<file path="src/verilog/video_pkg.sv">
`default_nettype none

package video_pkg;

// horizontal raster, visible pixels come first then the porches
localparam int VISIBLE_WIDTH    = 32;
localparam int H_FRONT_PORCH    = 2;
localparam int H_SYNC_WIDTH     = 4;
localparam int H_BACK_PORCH     = 2;
localparam int TOTAL_WIDTH      = VISIBLE_WIDTH + H_FRONT_PORCH + H_SYNC_WIDTH + H_BACK_PORCH;
localparam int H_SYNC_START     = VISIBLE_WIDTH + H_FRONT_PORCH;
localparam int H_SYNC_END       = H_SYNC_START + H_SYNC_WIDTH;

// vertical raster, same order in lines
localparam int VISIBLE_HEIGHT   = 12;
localparam int V_FRONT_PORCH    = 1;
localparam int V_SYNC_WIDTH     = 2;
localparam int V_BACK_PORCH     = 1;
localparam int TOTAL_HEIGHT     = VISIBLE_HEIGHT + V_FRONT_PORCH + V_SYNC_WIDTH + V_BACK_PORCH;
localparam int V_SYNC_START     = VISIBLE_HEIGHT + V_FRONT_PORCH;
localparam int V_SYNC_END       = V_SYNC_START + V_SYNC_WIDTH;

localparam int HRES_W           = $clog2(TOTAL_WIDTH);      // 6 bits, 40..63 never match
localparam int VRES_W           = $clog2(TOTAL_HEIGHT);

// 4-bpp pointer image, four pixels per word
localparam int POINTER_SIZE     = 8;
localparam int POINTER_ADDR_W   = $clog2(POINTER_SIZE * POINTER_SIZE / 4);
localparam int PTR_CNT_W        = $clog2(POINTER_SIZE) + 1;   // extra bit for the stop state
localparam int PTR_H_END        = POINTER_SIZE + 3;           // 3 extra for the word load latency

typedef logic [HRES_W-1:0]          hres_t;
typedef logic [VRES_W-1:0]          vres_t;
typedef logic [15:0]                word_t;
typedef logic [7:0]                 color_t;
typedef logic [POINTER_ADDR_W-1:0]  pointer_addr_t;

// register numbers
localparam logic [3:0] REG_VID_CTRL     = 4'h0;     // border colour [7:0]
localparam logic [3:0] REG_SCANLINE     = 4'h1;     // read only
localparam logic [3:0] REG_VID_LEFT     = 4'h2;
localparam logic [3:0] REG_VID_RIGHT    = 4'h3;
localparam logic [3:0] REG_POINTER_H    = 4'h4;
localparam logic [3:0] REG_POINTER_V    = 4'h5;     // colour group [15:12]
localparam logic [3:0] REG_FILL_CTRL    = 4'h6;     // fill colour [15:8], blank [7]

// configuration after reset
localparam color_t RESET_BORDER         = 8'h08;    // grey
localparam hres_t  RESET_RIGHT          = hres_t'(VISIBLE_WIDTH);
localparam logic   RESET_FILL_BLANK     = 1'b1;

typedef struct packed {
    hres_t  h_count;
    vres_t  v_count;
    logic   h_visible;
    logic   v_visible;
    logic   hsync;
    logic   vsync;
    logic   end_of_line;                            // last count of a line
    logic   end_of_frame;                           // last count of a frame
    logic   end_of_visible;                         // last count of the last visible line
} beam_t;

typedef struct packed {
    color_t border_color;
    color_t fill_color;
    logic   fill_blank;
    hres_t  vid_left;                               // first fill pixel
    hres_t  vid_right;                              // first border pixel after the fill
} vid_cfg_t;

typedef struct packed {
    hres_t      pointer_h;
    vres_t      pointer_v;
    logic [3:0] pointer_col;                        // upper nibble of the pointer colour
} pointer_cfg_t;

endpackage

`default_nettype wire

</file>
<file path="src/verilog/video_timing.sv">
`default_nettype none
`timescale 1ns/1ns

module video_timing import video_pkg::*; (
    input  wire logic   clk,
    input  wire logic   reset_i,
    output      beam_t  beam_o
);

hres_t  h_count;
vres_t  v_count;
logic   end_of_line;
logic   end_of_frame;
logic   end_of_visible;

assign end_of_line      = (h_count == hres_t'(TOTAL_WIDTH - 1));
assign end_of_frame     = end_of_line && (v_count == vres_t'(TOTAL_HEIGHT - 1));
assign end_of_visible   = end_of_line && (v_count == vres_t'(VISIBLE_HEIGHT - 1));

// beam position counters
always_ff @(posedge clk) begin
    if (reset_i) begin
        h_count <= '0;
        v_count <= '0;
    end else begin
        h_count <= h_count + 1'b1;
        if (end_of_line) begin
            h_count <= '0;
            v_count <= v_count + 1'b1;              // next line
        end
        if (end_of_frame) begin
            v_count <= '0;                          // back to the top
        end
    end
end

// flags derived from the counters
always_comb begin
    beam_o.h_count          = h_count;
    beam_o.v_count          = v_count;
    beam_o.h_visible        = (h_count < hres_t'(VISIBLE_WIDTH));
    beam_o.v_visible        = (v_count < vres_t'(VISIBLE_HEIGHT));
    beam_o.hsync            = (h_count >= hres_t'(H_SYNC_START)) &&
                              (h_count < hres_t'(H_SYNC_END));
    beam_o.vsync            = (v_count >= vres_t'(V_SYNC_START)) &&
                              (v_count < vres_t'(V_SYNC_END));
    beam_o.end_of_line      = end_of_line;
    beam_o.end_of_frame     = end_of_frame;
    beam_o.end_of_visible   = end_of_visible;
end

endmodule

`default_nettype wire

</file>
<file path="src/verilog/video_regs.sv">
`default_nettype none
`timescale 1ns/1ns

module video_regs import video_pkg::*; (
    input  wire logic           clk,
    input  wire logic           reset_i,
    input  wire logic           reg_wr_en_i,        // write strobe, one cycle
    input  wire logic [3:0]     reg_num_i,
    input  wire word_t          reg_data_i,
    input  wire beam_t          beam_i,
    output      word_t          reg_data_o,         // valid the cycle after reg_num_i
    output      logic           video_intr_o,       // vblank pulse
    output      vid_cfg_t       vid_cfg_o,
    output      pointer_cfg_t   pointer_cfg_o
);

word_t  rd_data;

// register writes and vblank interrupt
always_ff @(posedge clk) begin
    if (reset_i) begin
        video_intr_o                <= 1'b0;
        vid_cfg_o.border_color      <= RESET_BORDER;
        vid_cfg_o.fill_color        <= '0;
        vid_cfg_o.fill_blank        <= RESET_FILL_BLANK;
        vid_cfg_o.vid_left          <= '0;
        vid_cfg_o.vid_right         <= RESET_RIGHT;
        pointer_cfg_o.pointer_h     <= '0;
        pointer_cfg_o.pointer_v     <= '0;
        pointer_cfg_o.pointer_col   <= '0;
    end else begin
        video_intr_o <= beam_i.end_of_visible;

        if (reg_wr_en_i) begin
            case (reg_num_i)
                REG_VID_CTRL: begin
                    vid_cfg_o.border_color <= reg_data_i[7:0];
                end
                REG_VID_LEFT: begin
                    vid_cfg_o.vid_left <= reg_data_i[HRES_W-1:0];
                end
                REG_VID_RIGHT: begin
                    vid_cfg_o.vid_right <= reg_data_i[HRES_W-1:0];
                end
                REG_POINTER_H: begin
                    pointer_cfg_o.pointer_h <= reg_data_i[HRES_W-1:0];
                end
                REG_POINTER_V: begin
                    pointer_cfg_o.pointer_v     <= reg_data_i[VRES_W-1:0];
                    pointer_cfg_o.pointer_col   <= reg_data_i[15:12];
                end
                REG_FILL_CTRL: begin
                    vid_cfg_o.fill_color    <= reg_data_i[15:8];
                    vid_cfg_o.fill_blank    <= reg_data_i[7];
                end
                default: begin
                    // scanline is read only, rest unused
                end
            endcase
        end
    end
end

// readback mux, same layout as the writes
always_comb begin
    rd_data = '0;
    case (reg_num_i)
        REG_VID_CTRL: begin
            rd_data = {8'h00, vid_cfg_o.border_color};
        end
        REG_SCANLINE: begin
            rd_data = word_t'(beam_i.v_count);
        end
        REG_VID_LEFT: begin
            rd_data = word_t'(vid_cfg_o.vid_left);
        end
        REG_VID_RIGHT: begin
            rd_data = word_t'(vid_cfg_o.vid_right);
        end
        REG_POINTER_H: begin
            rd_data = word_t'(pointer_cfg_o.pointer_h);
        end
        REG_POINTER_V: begin
            rd_data = {pointer_cfg_o.pointer_col, {(12 - VRES_W){1'b0}},
                       pointer_cfg_o.pointer_v};
        end
        REG_FILL_CTRL: begin
            rd_data = {vid_cfg_o.fill_color, vid_cfg_o.fill_blank, 7'b0};
        end
        default: begin
        end
    endcase
end

always_ff @(posedge clk) begin
    reg_data_o <= rd_data;                          // one cycle read latency
end

endmodule

`default_nettype wire

</file>
<file path="src/verilog/pointer_sprite.sv">
`default_nettype none
`timescale 1ns/1ns

// The first pointer pixel leaves this block while h_count is pointer_h + 5,
// so the sprite sits five pixels right of its programmed position.
module pointer_sprite import video_pkg::*; (
    input  wire logic           clk,
    input  wire logic           reset_i,
    input  wire beam_t          beam_i,
    input  wire pointer_cfg_t   pointer_cfg_i,
    input  wire word_t          pointer_data_i,     // image word, same cycle as the address
    output      pointer_addr_t  pointer_addr_o,
    output      logic [3:0]     pointer_color_o     // 0 is transparent
);

logic [PTR_CNT_W-1:0]   h_cnt;                      // pixel within the row, plus load lead-in
logic [PTR_CNT_W-1:0]   v_cnt;                      // row, msb set once past the bottom
word_t                  pointer_word;               // nibbles shift out from the top
logic                   h_draw;
logic                   v_draw;

assign h_draw           = (h_cnt < PTR_CNT_W'(PTR_H_END));
assign v_draw           = !v_cnt[PTR_CNT_W-1];
assign pointer_addr_o   = {v_cnt[PTR_CNT_W-2:0], h_cnt[PTR_CNT_W-2:2]};  // row, word in row
assign pointer_color_o  = pointer_word[15:12];

always_ff @(posedge clk) begin
    if (reset_i) begin
        h_cnt           <= PTR_CNT_W'(PTR_H_END);   // parked, nothing drawn
        v_cnt           <= PTR_CNT_W'(POINTER_SIZE);
        pointer_word    <= '0;
    end else begin
        pointer_word <= {pointer_word[11:0], 4'h0}; // next pixel

        if (h_draw) begin
            h_cnt <= h_cnt + 1'b1;
        end

        // row starts on the horizontal match, one row per line
        if (beam_i.h_count == pointer_cfg_i.pointer_h) begin
            h_cnt <= '0;
            if (v_draw) begin
                v_cnt <= v_cnt + 1'b1;
            end
            if (beam_i.v_count == pointer_cfg_i.pointer_v) begin
                v_cnt <= '0;                        // top row
            end
        end

        if (h_cnt[1:0] == 2'b11) begin
            pointer_word <= pointer_data_i;         // every fourth pixel
        end

        if (!h_draw || !v_draw) begin
            pointer_word <= '0;                     // outside the sprite
        end
    end
end

endmodule

`default_nettype wire

</file>
<file path="src/verilog/pixel_out.sv">
`default_nettype none
`timescale 1ns/1ns

module pixel_out import video_pkg::*; (
    input  wire logic           clk,
    input  wire logic           reset_i,
    input  wire beam_t          beam_i,
    input  wire vid_cfg_t       vid_cfg_i,
    input  wire pointer_cfg_t   pointer_cfg_i,
    input  wire logic [3:0]     pointer_color_i,
    output      color_t         color_index_o,
    output      logic           hsync_o,
    output      logic           vsync_o,
    output      logic           dv_de_o,
    output      logic           h_blank_o,
    output      logic           v_blank_o
);

logic   visible;
logic   in_window;
color_t color_next;

assign visible      = beam_i.h_visible && beam_i.v_visible;
assign in_window    = (beam_i.h_count >= vid_cfg_i.vid_left) &&
                      (beam_i.h_count < vid_cfg_i.vid_right);

always_comb begin
    color_next = vid_cfg_i.border_color;
    if (in_window && !vid_cfg_i.fill_blank) begin
        color_next = vid_cfg_i.fill_color;
    end
    if (pointer_color_i != 4'h0) begin
        color_next = {pointer_cfg_i.pointer_col, pointer_color_i};  // pointer on top
    end
    if (!visible) begin
        color_next = '0;
    end
end

// everything registered together so sync and colour stay aligned
always_ff @(posedge clk) begin
    if (reset_i) begin
        color_index_o   <= '0;
        hsync_o         <= 1'b0;
        vsync_o         <= 1'b0;
        dv_de_o         <= 1'b0;
        h_blank_o       <= 1'b0;
        v_blank_o       <= 1'b0;
    end else begin
        color_index_o   <= color_next;
        hsync_o         <= beam_i.hsync;
        vsync_o         <= beam_i.vsync;
        dv_de_o         <= visible;
        h_blank_o       <= !beam_i.h_visible;
        v_blank_o       <= !beam_i.v_visible;
    end
end

endmodule

`default_nettype wire

</file>
<file path="src/verilog/video_gen.sv">
`default_nettype none
`timescale 1ns/1ns

module video_gen import video_pkg::*; (
    input  wire logic           clk,
    input  wire logic           reset_i,
    // register port
    input  wire logic           reg_wr_en_i,
    input  wire logic [3:0]     reg_num_i,
    input  wire word_t          reg_data_i,
    output      word_t          reg_data_o,
    output      logic           video_intr_o,
    // pointer image memory, asynchronous read
    output      pointer_addr_t  pointer_addr_o,
    input  wire word_t          pointer_data_i,
    // video out
    output      color_t         color_index_o,
    output      logic           hsync_o,
    output      logic           vsync_o,
    output      logic           dv_de_o,
    output      logic           h_blank_o,
    output      logic           v_blank_o
);

beam_t          beam;
vid_cfg_t       vid_cfg;
pointer_cfg_t   pointer_cfg;
logic [3:0]     pointer_color;

video_timing u_timing (
    .clk            (clk),
    .reset_i        (reset_i),
    .beam_o         (beam)
);

video_regs u_regs (
    .clk            (clk),
    .reset_i        (reset_i),
    .reg_wr_en_i    (reg_wr_en_i),
    .reg_num_i      (reg_num_i),
    .reg_data_i     (reg_data_i),
    .beam_i         (beam),
    .reg_data_o     (reg_data_o),
    .video_intr_o   (video_intr_o),
    .vid_cfg_o      (vid_cfg),
    .pointer_cfg_o  (pointer_cfg)
);

pointer_sprite u_pointer (
    .clk                (clk),
    .reset_i            (reset_i),
    .beam_i             (beam),
    .pointer_cfg_i      (pointer_cfg),
    .pointer_data_i     (pointer_data_i),
    .pointer_addr_o     (pointer_addr_o),
    .pointer_color_o    (pointer_color)
);

pixel_out u_pixel (
    .clk                (clk),
    .reset_i            (reset_i),
    .beam_i             (beam),
    .vid_cfg_i          (vid_cfg),
    .pointer_cfg_i      (pointer_cfg),
    .pointer_color_i    (pointer_color),
    .color_index_o      (color_index_o),
    .hsync_o            (hsync_o),
    .vsync_o            (vsync_o),
    .dv_de_o            (dv_de_o),
    .h_blank_o          (h_blank_o),
    .v_blank_o          (v_blank_o)
);

endmodule

`default_nettype wire

</file>
<file path="config.mk">
export PLATFORM = sky130hd
export DESIGN_NAME = video_gen
export DESIGN_NICKNAME = d
export VERILOG_FILES = /design/src/verilog/video_pkg.sv /design/src/verilog/video_timing.sv /design/src/verilog/video_regs.sv /design/src/verilog/pointer_sprite.sv /design/src/verilog/pixel_out.sv /design/src/verilog/video_gen.sv
export SDC_FILE = /design/constraint.sdc
export NUM_CORES = 1
export LEC_CHECK = 0
export ABC_CLOCK_PERIOD_IN_PS = 2400
export BUFFER_PORTS_ARGS = -buffer_cell sky130_fd_sc_hd__clkbuf_2
export CORE_MARGIN = 3
export CORE_UTILIZATION = 56
export DETAILED_ROUTE_END_ITERATION = 16
export HOLD_SLACK_MARGIN = 0.1
export PLACE_DENSITY = 0.79
export SYNTH_ARGS = -nofsm -noshare
export SYNTH_HDL_FRONTEND = slang
export SYNTH_SLANG_ARGS = --single-unit
export TNS_END_PERCENT = 20
</file>
<file path="constraint.sdc">
create_clock -name clk -period 2.4 [get_ports clk]
set_clock_uncertainty 0.1 [all_clocks]
set_input_delay 0.36 -clock clk [delete_from_list [all_inputs] [get_ports clk]]
set_output_delay 0.36 -clock clk [all_outputs]
set_load 0.01 [all_outputs]
</file>
# Word level (Yosys, flattened, before mapping)
# Cells that the tools add are included.
# op_classes
addsub,4
n_lt_le_gt_ge,9
eq_ne,13
n_mux,8
bitwise,2
reduce_logical,28
# op_table
operator,n
one-hot mux 16 bit (7 select lines),1
2-to-1 mux 16 bit,1
2-to-1 mux 4 bit,4
2-to-1 mux 8 bit,2
AND reduction 2 bit,7
"adder 4 x 1 -> 4 bit, second input constant",3
"== test 4 x 3 -> 1 bit, second input constant",3
"less-than comparator 4 bit, second input constant",3
"less-than comparator 6 bit, second input constant",2
OR reduction 2 bit,5
"== test 4 x 2 -> 1 bit, second input constant",2
"== test 4 bit, second input constant",2
logical AND 1 bit,7
"adder 6 x 1 -> 6 bit, second input constant",1
== test 6 bit,1
"== test 6 bit, second input constant",1
>= comparator 6 bit,1
">= comparator 6 bit, second input constant",1
less-than comparator 6 bit,1
"== test 4 x 1 -> 1 bit, second input constant",1
== test 4 bit,1
">= comparator 4 bit, second input constant",1
zero test 1 bit,4
zero test 4 bit,1
7 further kinds,8
# word_totals
reg_bits,107
in_bits,39
output_inout_bits,34
elab_cells,88

# Logic depth before layout (Yosys ltp)
# logic_depth
word_depth,5
depth_mapped,7
ltp_nobuf,7

# By module
# From an unflattened synthesis, not the netlist that was laid out.
# unflattened
cells_unflattened,554
area_unflattened_um2,5038.6
# modules_own_cells
module,instances,cells_per_inst,area_per_inst_um2,seq_area_each_um2
video_regs,1,283,2528.7,1201.2
pointer_sprite,1,109,1082.3,480.5
pixel_out,1,98,879.6,260.2
video_timing,1,64,548.0,200.2

# Least setup slack after synthesis
# No wires, ideal clock.
# synth_timing
path_type,register to register
start,register u_timing.h_count[5]
end,register u_pixel.color_index_o[0]
setup_ns,0.122
arrival_time_ns,1.613
required_ns,2.178
setup_slack_ns,0.565
stages_incl_launch_ff,6
path_buffers,0
period_less_slack_ns,1.835
cell_sequence,dfxtp_1 > ha_1 > a211oi_1 > and3_1 > nand2_1 > a311o_1
# synth_between
elab_chain_cells,5
word_cells_on_any_way,10
cone_classes,order compare (3); mux (2); bitwise (1); reduce/logical (4)
# synth_lines
item,line_no,source
from (decl),video_timing.sv:10,hres_t h_count;
from (signal assigned),video_timing.sv:26,h_count <= h_count + 1'b1;
>= comparator 6 bit or less-than comparator 6 bit (tied branches),"pixel_out.sv:24, pixel_out.sv:25",
logical AND 1 bit,pixel_out.sv:24,assign in_window = (beam_i.h_count >= vid_cfg_i.vid_left) &&
logical AND 1 bit,pixel_out.sv:29,if (in_window && !vid_cfg_i.fill_blank) begin
2-to-1 mux 8 bit,pixel_out.sv:29,
2-to-1 mux 8 bit,pixel_out.sv:32,if (pointer_color_i != 4'h0) begin
to (signal assigned),pixel_out.sv:50,color_index_o <= color_next;
to (decl),pixel_out.sv:11,"output color_t color_index_o,"
# Several ways; a longest one is shown, not always the timed one.
# A chain may end at the register's enable or synchronous reset.

# Final worst setup path
# layout_timing
start,register u_timing.h_count[3]
end,register u_pixel.color_index_o[0]
# The elaborated chain is that of the path after synthesis.

==> load_flow_metrics.sql <==
INSERT INTO impl_metrics (metric_group, metric, value, unit) VALUES
('die', 'fp.dieH', '97.3', 'µm'),
('die', 'ioPinCount', '73', ''),
('logic_synthesis', 'synthAdderAreaFrac', '0.0456', ''),
('drt', 'drt.antenna.violating_nets', '0', ''),
('worst_hold_path', 'min-delay-path-class', 'input port to flip-flop', ''),
('pwr', 'power.ir.vdd_worst', '454', 'µV'),
('setup_path', 'data_required_time_at_the_worst_endpoint', '2.57', 'ns'),
('clocking', 'postCtsResizedCells', '0', ''),
('setup_path', 'critical-path-slowest-cell', 'dfxtp_1', ''),
('sta', 'max_clock_freq', '476', 'MHz'),
('logic_synthesis', 'synth-edff-count', '0', ''),
('sta', 'number_of_hold_violations_in_the_final_report', '0', ''),
('die', 'placementRows', '32', ''),
('setup_path', 'r2r_end', 'u_pixel.color_index_o[0]$_SDFF_PP0_', ''),
('pwr', 'power.leakage', '0.00232', 'µW'),
('clocking', 'cts_tree', 'yes', ''),
('clocking', 'numClockSinks', '107', ''),
('sta', 'report.final.slew_viol_count', '0', ''),
('pwr', 'power_density', '630', 'mW/mm²'),
('logic_synthesis', 'dominantRegCellSynth', 'dfxtp_1', ''),
('clocking', 'cts-root-to-sink-buffers', '2', ''),
('sta', 'hold_slack', '0.107', 'ns'),
('placed_design', 'io_buffers', '72', ''),
('global_route', 'grt_start_max_net_pins', '54', ''),
('placed_design', 'place_worst_setup_slack', '0.337', 'ns'),
('clocking', 'root_buffer', 'clkbuf_8', ''),
('sta', 'max-slew-margin-rel', '0.622', ''),
('sta', 'layout_min_cycle_time', '2.10', 'ns'),
('drt', 'drcViolationCount', '0', ''),
('logic_synthesis', 'synth_compound_gate_area_share', '0.104', ''),
('sta', 'actual_transition_at_the_worst_max_transition_pin', '0.567', 'ns'),
('clocking', 'cts_max_level', '3', ''),
('logic_synthesis', 'synth_cell_types', '54', ''),
('setup_path', 'crit_type', 'flip-flop to flip-flop', ''),
('outcome', 'status', 'finished clean', ''),
('clocking', 'post_cts.repair.setup_buffers', '0', ''),
('placed_design', 'weighted_congestion_at_the_end_of_routability_driven_global_placement', '0.967', ''),
('global_route', 'grt_remaining_overflow', '0', ''),
('logic_synthesis', 'netlist_area', '0.00467', 'mm²'),
('final_layout', 'layout_stage_area_growth_over_the_synthesis_result', '13.8', '%'),
('job', 'max_cap_viol_count', '0', ''),
('setup_path', 'worstSetupEndpointType', 'flip-flop', ''),
('placed_design', 'hpwlAfterDp', '8030', 'µm'),
('drt', 'via_to_cell_ratio', '5.62', ''),
('setup_path', 'register_to_register_setup_slack', '0.30', 'ns'),
('worst_hold_path', 'holdPathStages', '3', ''),
('setup_path', 'crit_path_frequent_cell', 'o211ai_1', ''),
('drt', 'drt_iter0_drcs', '181', ''),
('worst_hold_path', 'hold_path.startpoint', 'reg_data_i[11]', ''),
('drt', 'finalWirelength', '10700', 'µm'),
('final_layout', 'finish.net_count', '620', ''),
('sta', 'timing.setup.tns', '0', 'ns'),
('global_route', 'grt_first_pass_wirelength', '18000', 'µm'),
('clocking', 'clkTransAtPathRegs', '0.11', 'ns'),
('logic_synthesis', 'synth_sequential_area_ratio', '0.459', ''),
('clocking', 'cts-buffers-inserted', '9', ''),
('final_layout', 'post-route-cell-area', '0.00531', 'mm²'),
('placed_design', 'dpl-instance-area', '0.00509', 'mm²'),
('logic_synthesis', 'yosys.area_share.xor_xnor', '0.0338', ''),
('logic_synthesis', 'synthMuxAreaShare', '0.124', ''),
('setup_path', 'regToRegStartpoint', 'u_timing.h_count[3]$_SDFF_PP0_', ''),
('logic_synthesis', 'synth_fp_nets', '553', ''),
('clocking', 'insertion_delay', '0.37', 'ns'),
('die', 'initial_core_util', '0.592', ''),
('logic_synthesis', 'syn-instance-count', '497', ''),
('global_route', 'grt_usage', '0.232', ''),
('final_layout', 'num_antenna_cells', '0', ''),
('setup_path', 'timing.critical_path.from_type', 'flip-flop', ''),
('die', 'die_area', '0.00946', 'mm²'),
('logic_synthesis', 'synthArstFlopShare', '0', ''),
('setup_path', 'cp_slowest_stage_delay', '0.59', 'ns');
## stage by stage
step | total power [µW] | util | cells
3_5_place_dp | 2310 | 0.645 | 652
4_1_cts | 3360 | 0.672 | 670
5_1_grt | 3500 | 0.673 | 671
6_report | 3340 | 0.673 | 671
2_1_floorplan | 2180 | - | 497
3_3_place_gp | 2290 | 0.645 | 652
## metal layers
layer | vias up | GRT usage | wire length (µm)
met5 | - | 0 | 0
met4 | 0 | 0.0639 | 181
met3 | 16 | 0.0653 | 656
met2 | 114 | 0.415 | 5390
met1 | 1791 | 0.272 | 4470
li1 | 1853 | - | -
## power breakdown
group | switching [µW] | internal [µW]
sequential | 39.5 | 1830
clock | 644 | 428
combinational | 227 | 180
## state kept, by name (all words and copies together), names as in the netlist
register                cells
u_pixel.color_index_o       8
u_pixel.dv_de_o             1
u_pixel.h_blank_o           1
u_pixel.hsync_o             1
u_pixel.v_blank_o           1
u_pixel.vsync_o             1
u_pointer.h_cnt             4
u_pointer.pointer_word     16
u_pointer.v_cnt             4
u_regs.pointer_cfg_o       14
u_regs.reg_data_o          16
u_regs.vid_cfg_o           29
u_regs.video_intr_o         1
u_timing.h_count            6
u_timing.v_count            4
## how the worst max path moves through the flow
stage,start,to,slack (ns)
after floorplan,u_timing.h_count[5]$_SDFF_PP0_,u_pixel.color_index_o[0]$_SDFF_PP0_,0.56
after global placement,u_timing.h_count[3]$_SDFF_PP0_,u_pixel.color_index_o[1]$_SDFF_PP0_,0.39
after detailed placement,u_timing.h_count[3]$_SDFF_PP0_,u_pixel.color_index_o[0]$_SDFF_PP0_,0.34
after CTS,u_timing.h_count[3]$_SDFF_PP0_,u_pixel.color_index_o[0]$_SDFF_PP0_,0.32
after global routing,u_timing.h_count[5]$_SDFF_PP0_,u_pixel.color_index_o[3]$_SDFF_PP0_,0.15
final,u_timing.h_count[3]$_SDFF_PP0_,u_pixel.color_index_o[0]$_SDFF_PP0_,0.30
## final cells by class
type                    count  area [µm²]
clock buffers              10         138
well taps                 102         128
inverters                  18        67.6
clock inverters             6        55.1
fillers                   673        2580
multi-input cells         341        2300
flip-flops and latches    107        2140
repair buffers             87         480
## cells by family (layout without fill, tap and decap cells)
family / Yosys count / count (layout)
compound gates: 75 / 75
simple gates: 175 / 175
xor+xnor: 18 / 18
mux: 56 / 56
flops: 107 / 107
buf+inv: 49 / 121
fa+ha+maj: 17 / 17
## Yosys cell counts, types with 4 or more instances
| master | number | area (µm²) |
|---|---|---|
| nand2_1 | 32 | 120 |
| a31oi_1 | 8 | 50.1 |
| dfxtp_1 | 107 | 2140 |
| a22oi_1 | 4 | 30.0 |
| nor2b_1 | 5 | 31.3 |
| and2_1 | 9 | 56.3 |
| nor2_2 | 5 | 31.3 |
| clkbuf_1 | 17 | 63.8 |
| a311o_1 | 4 | 40.0 |
| and3_1 | 7 | 43.8 |
| buf_4 | 5 | 37.5 |
| buf_2 | 6 | 30.0 |
| nor3b_1 | 4 | 30.0 |
| ha_1 | 17 | 213 |
| o21ai_0 | 18 | 90.1 |
| xor2_1 | 14 | 123 |
| nor2_1 | 63 | 236 |
| mux2i_1 | 52 | 521 |
| nand3_1 | 23 | 115 |
| inv_1 | 18 | 67.6 |
| nor3_1 | 9 | 45.0 |
| a21oi_1 | 19 | 95.1 |
| xnor2_1 | 4 | 35.0 |
## worst max-delay path, delay by kind of cell, from the launching register on
family          cells  cell delay (ns)
fa+ha+maj           1             0.23
compound gates      3             0.64
flops               1             0.59
simple gates        2             0.42
## timing repair
| action | CTS | global route |
|---|---|---|
| hold buffers | 2 | 1 |
| hold endpoints to repair | 2 | 1 |
| endpoints found under the setup margin | 0 | 0 |
(Power assumes the default switching activity.)
